==> src/hdl/spi_rx_pkg.sv <==
//**************************************************************************
// Shared definitions for the serial EEPROM receive front end
//   Frame state codes and instruction codes
//   Byte, counter, page and address widths
//   Status register bit positions
//   Command byte union, raw shift view and field view
//**************************************************************************
package spi_rx_pkg;

    //**********************************************************************
    // Frame states
    //**********************************************************************
    localparam int          STATE_W    = 3;
    localparam logic [2:0]  ST_CMD     = 3'b000;   // Command byte
    localparam logic [2:0]  ST_ADDR    = 3'b001;   // Address byte
    localparam logic [2:0]  ST_BYTE_WR = 3'b010;   // First data byte
    localparam logic [2:0]  ST_PAGE_WR = 3'b110;   // Further data bytes
    localparam logic [2:0]  ST_DAT_RD  = 3'b111;   // Read phase
    localparam logic [2:0]  ST_WAIT    = 3'b101;   // One-byte command done
    localparam logic [2:0]  ST_ERR     = 3'b100;   // Illegal or refused

    // Instruction field codes
    localparam int          CLASS_W          = 4;
    localparam int          INS_W            = 3;
    localparam logic [2:0]  INS_WREN         = 3'b110;
    localparam logic [2:0]  INS_WRDI         = 3'b100;
    localparam logic [2:0]  INS_RDSR         = 3'b101;
    localparam logic [2:0]  INS_WRSR         = 3'b001;
    localparam logic [2:0]  INS_READ         = 3'b011;
    localparam logic [2:0]  INS_WRITE        = 3'b010;
    localparam logic [3:0]  CMD_CLASS_NORMAL = 4'b0000;

    // Sizes
    localparam int BYTE_W     = 8;
    localparam int BIT_CNT_W  = 3;
    localparam int PAGE_BYTES = 8;
    localparam int PAGE_OFS_W = 3;
    localparam int ADDR_W     = 8;

    // Status register layout
    localparam int SR_SRWD  = 7;
    localparam int SR_BP_HI = 3;
    localparam int SR_BP_LO = 2;
    localparam int SR_WEL   = 1;
    localparam int SR_WIP   = 0;

    typedef union packed {
        logic [BYTE_W-1:0] raw;         // As shifted in
        struct packed {
            logic [CLASS_W-1:0] cls;    // Zero for normal commands
            logic               rsvd;
            logic [INS_W-1:0]   ins;
        } fld;
    } cmd_word_u;

endpackage

==> src/hdl/spi_cmd_decode.sv <==
//**************************************************************************
// Command decoder
//   Splits the live command byte into class and instruction
//   Qualifies WRITE and WRSR with the write enable latch
//   Blocks everything but RDSR while the memory is busy
//**************************************************************************
`timescale 1ns/1ps
module spi_cmd_decode import spi_rx_pkg::*; (
    input  cmd_word_u live_cmd,
    input  logic      ee_wbusy,
    input  logic      wel,
    output logic      dec_wren,
    output logic      dec_wrdi,
    output logic      dec_rdsr,
    output logic      dec_wrsr,
    output logic      dec_read,
    output logic      dec_write
);

    logic is_normal;
    logic hit_wren;
    logic hit_wrdi;
    logic hit_rdsr;
    logic hit_wrsr;
    logic hit_read;
    logic hit_write;
    logic idle;

    assign is_normal = (live_cmd.fld.cls == CMD_CLASS_NORMAL);
    assign idle      = ~ee_wbusy;

    // Raw instruction matches, class checked once here
    assign hit_wren  = is_normal & (live_cmd.fld.ins == INS_WREN);
    assign hit_wrdi  = is_normal & (live_cmd.fld.ins == INS_WRDI);
    assign hit_rdsr  = is_normal & (live_cmd.fld.ins == INS_RDSR);
    assign hit_wrsr  = is_normal & (live_cmd.fld.ins == INS_WRSR);
    assign hit_read  = is_normal & (live_cmd.fld.ins == INS_READ);
    assign hit_write = is_normal & (live_cmd.fld.ins == INS_WRITE);

    // Status read stays legal during an internal write cycle
    assign dec_rdsr  = hit_rdsr;
    assign dec_wren  = hit_wren  & idle;
    assign dec_wrdi  = hit_wrdi  & idle;
    assign dec_read  = hit_read  & idle;
    assign dec_wrsr  = hit_wrsr  & wel & idle;     // Needs prior WREN
    assign dec_write = hit_write & wel & idle;     // Needs prior WREN

endmodule

==> src/hdl/spi_data_path.sv <==
//**************************************************************************
// Address and data path
//   Serial byte shift register and data byte capture
//   Page base and in-page offset, wrapping at the page size
//   Block-protect check
//   Program, read and status-write strobes
//**************************************************************************
`timescale 1ns/1ps
module spi_data_path import spi_rx_pkg::*; (
    input  logic               spi_clk_c,
    input  logic               spi_frm_rst_n,
    input  logic               sda_in,
    input  logic [STATE_W-1:0] cur_state,
    input  logic               bit_last,
    input  logic               cmd_is_read,
    input  logic               cmd_is_write,
    input  logic               cmd_is_wrsr,
    input  logic [1:0]         bp,
    output logic [ADDR_W-1:0]  mem_addr,
    output logic               prog_en,
    output logic [BYTE_W-1:0]  prog_data,
    output logic               rd_strobe,
    output logic               wrsr_commit,
    output logic [BYTE_W-1:0]  data_byte
);

    logic [BYTE_W-2:0]            shift_sr;
    logic [BYTE_W-1:0]            live_byte;
    logic [ADDR_W-PAGE_OFS_W-1:0] page_base;
    logic [PAGE_OFS_W-1:0]        page_ofs;
    logic [PAGE_OFS_W-1:0]        ofs_next;
    logic                         in_wr_phase;
    logic                         wr_byte_done;
    logic                         rd_byte_done;
    logic                         wr_step;
    logic                         addr_prot;

    assign live_byte    = {shift_sr, sda_in};
    assign mem_addr     = {page_base, page_ofs};
    assign prog_data    = data_byte;
    assign in_wr_phase  = (cur_state == ST_BYTE_WR) | (cur_state == ST_PAGE_WR);
    assign wr_byte_done = in_wr_phase & bit_last & cmd_is_write;
    assign rd_byte_done = (cur_state == ST_DAT_RD) & bit_last & cmd_is_read;
    assign ofs_next     = (page_ofs == PAGE_OFS_W'(PAGE_BYTES - 1)) ? '0 : page_ofs + 1'b1;

    // Block protect on the current address
    always_comb begin
        case (bp)
            2'b00:   addr_prot = 1'b0;
            2'b01:   addr_prot = mem_addr[ADDR_W-1] & mem_addr[ADDR_W-2];  // Top quarter
            2'b10:   addr_prot = mem_addr[ADDR_W-1];                       // Upper half
            default: addr_prot = 1'b1;                                     // Whole array
        endcase
    end

    always_ff @(posedge spi_clk_c) begin
        shift_sr <= live_byte[BYTE_W-2:0];
        if (in_wr_phase && bit_last)
            data_byte <= live_byte;
    end

    //**********************************************************************
    // Address counter and strobes
    //**********************************************************************
    always_ff @(posedge spi_clk_c or negedge spi_frm_rst_n) begin
        if (!spi_frm_rst_n) begin
            page_base   <= '0;
            page_ofs    <= '0;
            prog_en     <= 1'b0;
            rd_strobe   <= 1'b0;
            wrsr_commit <= 1'b0;
            wr_step     <= 1'b0;
        end else begin
            prog_en     <= wr_byte_done & ~addr_prot;
            rd_strobe   <= rd_byte_done;
            wrsr_commit <= (cur_state == ST_BYTE_WR) & bit_last & cmd_is_wrsr;
            wr_step     <= wr_byte_done;       // Step after the program cycle
            if ((cur_state == ST_ADDR) && bit_last) begin
                page_base <= live_byte[ADDR_W-1:PAGE_OFS_W];
                page_ofs  <= live_byte[PAGE_OFS_W-1:0];
            end else if (rd_byte_done || wr_step) begin
                page_ofs  <= ofs_next;         // Read steps ahead of the strobe
            end
        end
    end

endmodule

==> src/hdl/spi_frame_fsm.sv <==
//**************************************************************************
// Frame control
//   Down-counting bit counter and command shift register
//   Frame state machine
//   Command flags latched for the rest of the frame
//   WREN and WRDI pulses for the write enable latch
//**************************************************************************
`timescale 1ns/1ps
module spi_frame_fsm import spi_rx_pkg::*; (
    input  logic               spi_clk_c,
    input  logic               spi_frm_rst_n,
    input  logic               sda_in,
    input  logic               dec_wren,
    input  logic               dec_wrdi,
    input  logic               dec_rdsr,
    input  logic               dec_wrsr,
    input  logic               dec_read,
    input  logic               dec_write,
    output cmd_word_u          live_cmd,
    output logic [STATE_W-1:0] cur_state,
    output logic               bit_last,
    output logic               cmd_is_read,
    output logic               cmd_is_write,
    output logic               cmd_is_wrsr,
    output logic               wren_set,
    output logic               wrdi_clr,
    output logic               cmd_valid,
    output logic               cmd_err
);

    logic [BIT_CNT_W-1:0] bit_cnt;
    logic [BYTE_W-2:0]    cmd_reg;
    logic [STATE_W-1:0]   nxt_state;
    logic                 cmd_done;
    logic                 any_cmd;

    assign bit_last      = (bit_cnt == '0);
    assign live_cmd.raw  = {cmd_reg, sda_in};  // Byte incl. current bit
    assign cmd_done      = (cur_state == ST_CMD) & bit_last;
    assign any_cmd       = dec_wren | dec_wrdi | dec_rdsr | dec_wrsr | dec_read | dec_write;
    assign wren_set      = cmd_done & dec_wren;
    assign wrdi_clr      = cmd_done & dec_wrdi;

    //**********************************************************************
    // Next state
    //**********************************************************************
    always_comb begin
        nxt_state = cur_state;
        case (cur_state)
            ST_CMD: begin
                if (bit_last) begin
                    if (dec_wren | dec_wrdi)       nxt_state = ST_WAIT;
                    else if (dec_wrsr)             nxt_state = ST_BYTE_WR;
                    else if (dec_rdsr)             nxt_state = ST_DAT_RD;
                    else if (dec_read | dec_write) nxt_state = ST_ADDR;
                    else                           nxt_state = ST_ERR;
                end
            end
            ST_ADDR: begin
                if (bit_last)
                    nxt_state = cmd_is_write ? ST_BYTE_WR : ST_DAT_RD;
            end
            ST_BYTE_WR: begin
                if (bit_last)
                    nxt_state = ST_PAGE_WR;
            end
            default: nxt_state = cur_state;    // Terminal states hold
        endcase
    end

    always_ff @(posedge spi_clk_c or negedge spi_frm_rst_n) begin
        if (!spi_frm_rst_n) begin
            cur_state    <= ST_CMD;
            bit_cnt      <= '1;                // MSB first from 7 down to 0
            cmd_reg      <= '0;
            cmd_is_read  <= 1'b0;
            cmd_is_write <= 1'b0;
            cmd_is_wrsr  <= 1'b0;
            cmd_valid    <= 1'b0;
            cmd_err      <= 1'b0;
        end else begin
            cur_state <= nxt_state;
            bit_cnt   <= bit_cnt - 1'b1;       // Wraps to 7 after zero
            if (cur_state == ST_CMD)
                cmd_reg <= live_cmd.raw[BYTE_W-2:0];
            if (cmd_done) begin
                cmd_is_read  <= dec_read;
                cmd_is_write <= dec_write;
                cmd_is_wrsr  <= dec_wrsr;
                cmd_valid    <= 1'b1;
                cmd_err      <= ~any_cmd;
            end
        end
    end

endmodule

==> src/hdl/spi_rx_top.sv <==
//**************************************************************************
// Receive front end top level
//   Frame FSM, command decoder, data path and status register
//**************************************************************************
`timescale 1ns/1ps
module spi_rx_top import spi_rx_pkg::*; (
    input  logic              spi_clk_c,
    input  logic              spi_frm_rst_n,
    input  logic              spi_sys_rst_n,
    input  logic              sda_in,
    input  logic              spi_wp_n,
    input  logic              ee_wbusy,
    output logic              cmd_valid,
    output logic              cmd_err,
    output logic              prog_en,
    output logic              rd_strobe,
    output logic              wel,
    output logic [ADDR_W-1:0] mem_addr,
    output logic [BYTE_W-1:0] prog_data,
    output logic [BYTE_W-1:0] status_reg
);

    cmd_word_u          live_cmd;
    logic [STATE_W-1:0] cur_state;
    logic               bit_last;
    logic               cmd_is_read;
    logic               cmd_is_write;
    logic               cmd_is_wrsr;
    logic               dec_wren;
    logic               dec_wrdi;
    logic               dec_rdsr;
    logic               dec_wrsr;
    logic               dec_read;
    logic               dec_write;
    logic               wren_set;
    logic               wrdi_clr;
    logic               wrsr_commit;
    logic [BYTE_W-1:0]  data_byte;
    logic [1:0]         bp;

    spi_frame_fsm u_frame_fsm (
        .spi_clk_c    (spi_clk_c),
        .spi_frm_rst_n(spi_frm_rst_n),
        .sda_in       (sda_in),
        .dec_wren     (dec_wren),
        .dec_wrdi     (dec_wrdi),
        .dec_rdsr     (dec_rdsr),
        .dec_wrsr     (dec_wrsr),
        .dec_read     (dec_read),
        .dec_write    (dec_write),
        .live_cmd     (live_cmd),
        .cur_state    (cur_state),
        .bit_last     (bit_last),
        .cmd_is_read  (cmd_is_read),
        .cmd_is_write (cmd_is_write),
        .cmd_is_wrsr  (cmd_is_wrsr),
        .wren_set     (wren_set),
        .wrdi_clr     (wrdi_clr),
        .cmd_valid    (cmd_valid),
        .cmd_err      (cmd_err)
    );

    spi_cmd_decode u_cmd_decode (
        .live_cmd (live_cmd),
        .ee_wbusy (ee_wbusy),
        .wel      (wel),
        .dec_wren (dec_wren),
        .dec_wrdi (dec_wrdi),
        .dec_rdsr (dec_rdsr),
        .dec_wrsr (dec_wrsr),
        .dec_read (dec_read),
        .dec_write(dec_write)
    );

    spi_data_path u_data_path (
        .spi_clk_c    (spi_clk_c),
        .spi_frm_rst_n(spi_frm_rst_n),
        .sda_in       (sda_in),
        .cur_state    (cur_state),
        .bit_last     (bit_last),
        .cmd_is_read  (cmd_is_read),
        .cmd_is_write (cmd_is_write),
        .cmd_is_wrsr  (cmd_is_wrsr),
        .bp           (bp),
        .mem_addr     (mem_addr),
        .prog_en      (prog_en),
        .prog_data    (prog_data),
        .rd_strobe    (rd_strobe),
        .wrsr_commit  (wrsr_commit),
        .data_byte    (data_byte)
    );

    spi_status_reg u_status_reg (
        .spi_clk_c    (spi_clk_c),
        .spi_frm_rst_n(spi_frm_rst_n),
        .spi_sys_rst_n(spi_sys_rst_n),
        .spi_wp_n     (spi_wp_n),
        .ee_wbusy     (ee_wbusy),
        .wren_set     (wren_set),
        .wrdi_clr     (wrdi_clr),
        .wrsr_commit  (wrsr_commit),
        .data_byte    (data_byte),
        .wel          (wel),
        .bp           (bp),
        .status_reg   (status_reg)
    );

endmodule

==> src/hdl/spi_status_reg.sv <==
//**************************************************************************
// Status register
//   Write enable latch and stored SRWD and BP bits
//   Sticky hardware write-protect flag, per frame
//   Status byte readout, all ones while busy
//**************************************************************************
`timescale 1ns/1ps
module spi_status_reg import spi_rx_pkg::*; (
    input  logic              spi_clk_c,
    input  logic              spi_frm_rst_n,
    input  logic              spi_sys_rst_n,
    input  logic              spi_wp_n,
    input  logic              ee_wbusy,
    input  logic              wren_set,
    input  logic              wrdi_clr,
    input  logic              wrsr_commit,
    input  logic [BYTE_W-1:0] data_byte,
    output logic              wel,
    output logic [1:0]        bp,
    output logic [BYTE_W-1:0] status_reg
);

    logic              srwd;
    logic              hwp_flag;
    logic [BYTE_W-1:0] sr_word;

    // Latched once the pin is seen low
    always_ff @(posedge spi_clk_c or negedge spi_frm_rst_n) begin
        if (!spi_frm_rst_n)
            hwp_flag <= 1'b0;
        else if (!spi_wp_n)
            hwp_flag <= 1'b1;
    end

    always_ff @(posedge spi_clk_c or negedge spi_sys_rst_n) begin
        if (!spi_sys_rst_n) begin
            wel  <= 1'b0;
            srwd <= 1'b0;
            bp   <= 2'b00;
        end else begin
            if (wren_set)
                wel <= 1'b1;
            else if (wrdi_clr)
                wel <= 1'b0;
            // SRWD only locks the register when the pin also protects
            if (wrsr_commit && !(srwd && hwp_flag)) begin
                srwd <= data_byte[SR_SRWD];
                bp   <= data_byte[SR_BP_HI:SR_BP_LO];
            end
        end
    end

    always_comb begin
        sr_word                   = '0;
        sr_word[SR_SRWD]          = srwd;
        sr_word[SR_BP_HI:SR_BP_LO] = bp;
        sr_word[SR_WEL]           = wel;
        sr_word[SR_WIP]           = ee_wbusy;
    end

    assign status_reg = ee_wbusy ? '1 : sr_word;   // Busy reads back 0xFF

endmodule

==> config.mk <==
export PLATFORM = sky130hd
export DESIGN_NAME = spi_rx_top
export DESIGN_NICKNAME = d
export VERILOG_FILES = /design/src/hdl/spi_rx_pkg.sv /design/src/hdl/spi_cmd_decode.sv /design/src/hdl/spi_data_path.sv /design/src/hdl/spi_frame_fsm.sv /design/src/hdl/spi_rx_top.sv /design/src/hdl/spi_status_reg.sv
export SDC_FILE = /design/constraint.sdc
export NUM_CORES = 1
export LEC_CHECK = 0
export BUFFER_PORTS_ARGS = -buffer_cell sky130_fd_sc_hd__buf_2
export CORE_MARGIN = 2
export CORE_UTILIZATION = 59
export CTS_CLUSTER_DIAMETER = 60
export DETAILED_ROUTE_END_ITERATION = 10
export GPL_TIMING_DRIVEN = 0
export PLACE_DENSITY = 0.92
export SYNTH_ARGS = -nofsm -noshare
export SYNTH_HDL_FRONTEND = slang
export SYNTH_HIERARCHICAL = 1
export SYNTH_SLANG_ARGS = --single-unit
==> constraint.sdc <==
create_clock -name spi_clk_c -period 4.7 [get_ports spi_clk_c]
set_clock_uncertainty 0.1 [all_clocks]
set_input_delay 0.47 -clock spi_clk_c [delete_from_list [all_inputs] [get_ports spi_clk_c]]
set_output_delay 0.47 -clock spi_clk_c [all_outputs]
set_load 0.03 [all_outputs]
## Yosys cells after proc, flatten, opt, wreduce, memory -nomap -nowiden

Index checks and enable logic that the tools add are counted.

| word-level totals | value |
|---|---|
| register bits after elaboration | 50 |
| word-level logic and storage cells | 102 |

| cells by class | value |
|---|---|
| $add $sub $neg | 2 |
| equal/unequal tests | 16 |
| mux-type cells | 16 |
| bitwise gates (word level) | 34 |
| reduce and logical (&&, ||, !) cells | 14 |

Operators with widths:

| operator | count |
|---|---|
| 3-bit two-way mux | 11 |
| 1-bit bitwise AND | 24 |
| 3-bit equality test, second input constant | 6 |
| 3-bit by 2-bit equality test with 1-bit output, second input constant | 3 |
| 3-bit one-hot mux with 3 select lines | 1 |
| 8-bit two-way mux | 1 |
| 1-bit OR | 7 |
| 3-bit by 1-bit equality test with 1-bit output, second input constant | 2 |
| 3-bit logical NOT | 2 |
| 2-bit by 1-bit != test with 1-bit output, second input constant | 3 |
| 1-bit logical AND | 4 |
| 4-bit logical NOT | 1 |
| 4-bit AND reduction | 1 |
| 2-bit nonzero test | 2 |
| 3-bit by 1-bit adder with 3-bit output, second input constant | 1 |
| 1-bit inverter | 3 |
| 1-bit one-hot mux with 3 select lines | 1 |
| 3-bit nonzero test | 1 |
| 3-bit by 1-bit subtractor with 3-bit output, second input constant | 1 |
| 2-bit by 1-bit equality test with 1-bit output, second input constant | 1 |
| 2-bit equality test, second input constant | 1 |
| 2-bit logical NOT | 1 |
| 1-bit two-way mux | 2 |
| 1-bit logical NOT | 1 |
| 1-bit logical OR | 1 |

## Logic depth before layout (Yosys ltp)

| depth | value |
|---|---|
| depth in word-level cells | 11 |
| gate-level depth with buffers | 8 |

## Modules after synthesis

The synthesis kept the hierarchy.

By module, submodules not included:

| module | instances | cells an instance | area an instance (µm²) | seq. area each (µm²) |
|---|---|---|---|---|
| spi_data_path | 1 | 63 | 1,002.2 | 680.7 |
| spi_frame_fsm | 1 | 60 | 797.0 | 454.2 |
| spi_status_reg | 1 | 21 | 246.5 | 125.1 |
| spi_cmd_decode | 1 | 12 | 97.6 | 0.0 |

## Worst setup path before layout

No wires, ideal clock.

| path | value |
|---|---|
| path kind | register -> register |
| from | register u_frame_fsm.bit_cnt[0] |
| to | register u_data_path.page_ofs[0] |
| setup time | 0.125 ns |
| arrival | 1.859 ns |
| slack | 2.616 ns |
| cell stages (with the launch flop) | 8 |
| path through | dfstp_2 inv_1 ha_1 ha_1 and4bb_1 buf_6 mux2_4 mux2_2 |

| between the ends | value |
|---|---|
| word-level cells in the longest chain between the ends | 5 |
| elaborated cells on any way between the ends | 7 |
| classes of those cells | mux (1); bitwise (2); reduce/logical (4) |

Ends and longest elaborated chain:

| item | RTL line | source |
|---|---|---|
| start, declared | spi_frame_fsm.sv:31 | `logic [BIT_CNT_W-1:0] bit_cnt;` |
| start signal, assigned | spi_frame_fsm.sv:83 | `bit_cnt <= bit_cnt - 1'b1;` |
| 3-bit logical NOT (*) | spi_frame_fsm.sv:37 | `assign bit_last = (bit_cnt == '0);` |
| via bit_last | spi_rx_top.sv:25 | `logic bit_last;` |
| 1-bit bitwise AND (2 in a row) | spi_data_path.sv:43 | `assign rd_byte_done = (cur_state == ST_DAT_RD) & bit_last & cmd_is_read;` |
| 1-bit logical OR | spi_data_path.sv:81 | `end else if (rd_byte_done \|\| wr_step) begin` |
| 2-bit nonzero test (no line) | n/a |  |
| end signal, assigned | spi_data_path.sv:80 | `page_ofs <= live_byte[PAGE_OFS_W-1:0];` |
| end signal, assigned | spi_data_path.sv:82 | `page_ofs <= ofs_next;` |
| end, declared | spi_data_path.sv:30 | `logic [PAGE_OFS_W-1:0] page_ofs;` |

The timed path passes the listed nets; every way through them passes the cells marked *.
A chain may end at the register's enable or synchronous reset.

## Worst setup path in the final report

| path | value |
|---|---|
| from | register u_frame_fsm.bit_cnt[0] |
| to | register u_data_path.page_ofs[2] |

The elaborated chain is that of the path after synthesis.

==> flow_metrics.env <==
export IMPL_multi_input_area_sq_um=748.2
export IMPL_core_region_area_sq_um=3416
export IMPL_vdd_drop_max_mv=0.2808
export IMPL_seqPwrFrac_pct=66.8
export IMPL_clockBufferDepth=2
export IMPL_busiest_layer="met2"
export IMPL_cpMaxStageDelayCell="dfstp_2"
export IMPL_largest_reg_flops=8
export IMPL_power_leakage_nw=1.231
export IMPL_grt_pass1_vias=1249
export IMPL_seq_area_frac_synth_pct=58.79
export IMPL_cts_made_buffers=5
export IMPL_dr_pass1_iters=4
export IMPL_endpoint_kind="flop"
export IMPL_ys_dominant_reg_cell="dfrtp_1"
export IMPL_clock_sinks=50
export IMPL_finalHoldViolCount=0
export IMPL_powerDensity_nw_per_um2=272.8
export IMPL_fin_util_pct=71.39
export IMPL_grt_ovfl_total=0
export IMPL_rows=21
export IMPL_hold_buffers=1
export IMPL_ys_ff_latch=50
export IMPL_clock_root_buffer="clkbuf_4"
export IMPL_power_internal_mw=0.5093
export IMPL_max_slew_margin_pct=55.27
export IMPL_setup_violations=0
export IMPL_final_nets=208
export IMPL_cts_tree="built"
export IMPL_dieArea_sq_um=4131
export IMPL_die_w_microns=64.27
export IMPL_antenna_found_initial=0
export IMPL_met1_usage_pct=24.91
export IMPL_ctsResizeCount=0
export IMPL_dp_slack_ns=2.429
export IMPL_cpPeakStageDelay_ns=0.55
export IMPL_n_antenna_cell=0
export IMPL_htreeDepth=2
export IMPL_run_status="finished, final reports clean"
export IMPL_dp_hpwl_microns=2681
export IMPL_track_usage_pct=19.52
export IMPL_rr_endpoint="u_data_path/page_ofs[2]"
export IMPL_hp_class="in2async"
export IMPL_slew_violations=0
export IMPL_fmax_mhz=449.7
export IMPL_grt_pass1_wl_microns=6085
export IMPL_synthCells=156
export IMPL_use_met2_pct=31.77
export IMPL_cp_max_fo=8
export IMPL_crit_end="u_data_path/page_ofs[2]"
export IMPL_path_clk_slew_ns=0.15
export IMPL_worstSetupStartpoint="u_frame_fsm/bit_cnt[0]"
export IMPL_crit_buf_inv=2
export IMPL_setup_slack_ns=2.476
export IMPL_synth_nets=166
export IMPL_final_antenna_net_count=0
export IMPL_rrSetupSlack_ns=2.48
export IMPL_grt_max_degree=32
export IMPL_syn_area_sq_um=2143
export IMPL_final_min_clock_period_ns=2.224
export IMPL_cpLargestDelayFamily="flip-flops"
export IMPL_port_buffers=34
export IMPL_path_class="reg2reg"
export IMPL_tightest_slew_ns=0.6710
export IMPL_swShare_pct=23.45
export IMPL_area_growth_pct=13.78
export IMPL_start_util_pct=62.75
export IMPL_vias=1303
export IMPL_cp_start_kind="flop"
export IMPL_clkPwrFrac_pct=29.3
export IMPL_routabilityCongestion=0.7588
export IMPL_rsz0062_at_grt="false"
export IMPL_drt_iter0_drc=25
export IMPL_syn_area_per_cell_sq_um=13.74
export IMPL_met3_usage_pct=4.754
export IMPL_drive_gt1_share_pct=49.75
export IMPL_dp_cells=236
export IMPL_switching_power_mw=0.1560
export IMPL_drt_wl_total_microns=3670
export IMPL_ys_warn_count=6
export IMPL_fill_cells=247
export IMPL_cp_depth=7
export IMPL_cp_required_ns=4.87
export IMPL_async_flop_share_pct=70.00
export IMPL_final_cell_mix="buf_2 (34), dfrtp_1 (32), mux2_2 (19)"
export IMPL_r2r_cells=7
export IMPL_p_comb_share_pct=3.9
export IMPL_whs_ns=0.004297
export IMPL_final_common_cell="buf_2"
export IMPL_insertion_delay_ns=0.37
export IMPL_drcViolationCount=0
export IMPL_cts_setup_buffers=0
export IMPL_wl_per_cell_microns=14.98
export IMPL_ioPinCount=35
export IMPL_cpMostUsedCell="ha_1"
export IMPL_seq_area_sq_um=1260
export IMPL_arrival_ns=2.39
export IMPL_r2r_start="u_frame_fsm/bit_cnt[0]"
export IMPL_vias_per_cell=5.318
export IMPL_synth_edf_count=8
export IMPL_die_h_microns=64.27
export IMPL_tns_ns=0
export IMPL_maxCapViolCount=0
export IMPL_final_cells=245
export IMPL_fin_crit_sh_pct=47.31
export IMPL_path_cells="inv_1 -> ha_1 -> ha_1 -> and4bb_1 -> buf_6 -> mux2_4 -> mux2_2"
export IMPL_synth_cell_types=39
## cell usage after synthesis (all sizes together), types with 2 or more instances
library cell / number / area [sq um]
dfrtp: 32 / 800.8
mux2: 24 / 281.5
buf: 14 / 108.9
edfxtp: 8 / 240.2
dfxtp: 7 / 140.1
inv: 7 / 26.28
nor2: 6 / 22.52
or2: 6 / 37.54
a21oi: 5 / 25.02
nor3: 5 / 47.54
ha: 4 / 50.05
and2: 3 / 21.27
and3b: 3 / 27.53
dfstp: 3 / 78.83
nand2b: 3 / 26.27
nand3: 3 / 15.01
nor4: 3 / 25.02
o21ai: 3 / 15.01
a22o: 2 / 17.52
and4: 2 / 17.52
o21bai: 2 / 15.01
or3b: 2 / 17.52
## worst min-delay path by stage
| stage | start | to | slack, ns | cells after the start |
|---|---|---|---|---|
| floorplan | spi_frm_rst_n | u_data_path/page_base[0] | 0.07 | 0 |
| global placement | spi_sys_rst_n | u_status_reg/srwd | 0.18 | 1 |
| detailed placement | spi_sys_rst_n | u_status_reg/bp[0] | 0.18 | 1 |
| CTS | spi_frm_rst_n | u_data_path/page_base[2] | 0.03 | 1 |
| global route | spi_frm_rst_n | u_data_path/page_base[2] | 0.06 | 1 |
| finish | spi_frm_rst_n | u_data_path/page_base[0] | 0.004 | 1 |
## metrics by stage
step / total power [mW] / cell area (sq um)
3_3_place_gp: 0.4778 / 2371
6_report: 0.6653 / 2439
3_5_place_dp: 0.4790 / 2371
4_1_cts: 0.6721 / 2439
2_1_floorplan: 0.4653 / 2143
5_1_grt: 0.6905 / 2439
## metal layers
layer	routed length, microns	up-vias	part of all wire (%)
met5	0	-	0
met4	57	0	1.6
met3	164	4	4.5
met2	1826	28	50
met1	1621	645	44
li1	-	626	-
## cell families (layout without fill, tap and decap cells)
group / after synthesis / in the layout / share of synthesized area [%]
flops: 50 / 50 / 58.79
simple gates: 41 / 41 / 14.30
mux: 24 / 24 / 13.13
buf+inv: 21 / 64 / 6.305
compound gates: 15 / 15 / 4.728
fa+ha+maj: 4 / 4 / 2.335
xor+xnor: 1 / 1 / 0.4087
## layout make-up
class                   count  area share, %
clock buffers               5          1.539
plain buffers              14          4.464
multi-input cells          85          30.68
inverters                   7          1.077
flip-flops and latches     50          51.67
repair buffers             35          7.388
clock inverters             3         0.8209
well taps                  46          2.360
## power by group through the flow
stage                     Sequential (mW)  Combinational [mW]  Clock [mW]
after floorplan                     0.452              0.0132           0
after global placement              0.452              0.0253           0
after detailed placement            0.453              0.0262           0
after CTS                           0.444              0.0268       0.201
after global routing                0.445              0.0287       0.217
final                               0.444              0.0261       0.195
## worst reg2reg max path: stages (launching register included)
cell	delay, ns
dfstp_2	0.55
inv_1	0.05
ha_1	0.20
ha_1	0.29
and4bb_1	0.24
buf_6	0.14
mux2_4	0.30
mux2_2	0.26
Note: power is estimated with default switching activity, not from simulation.
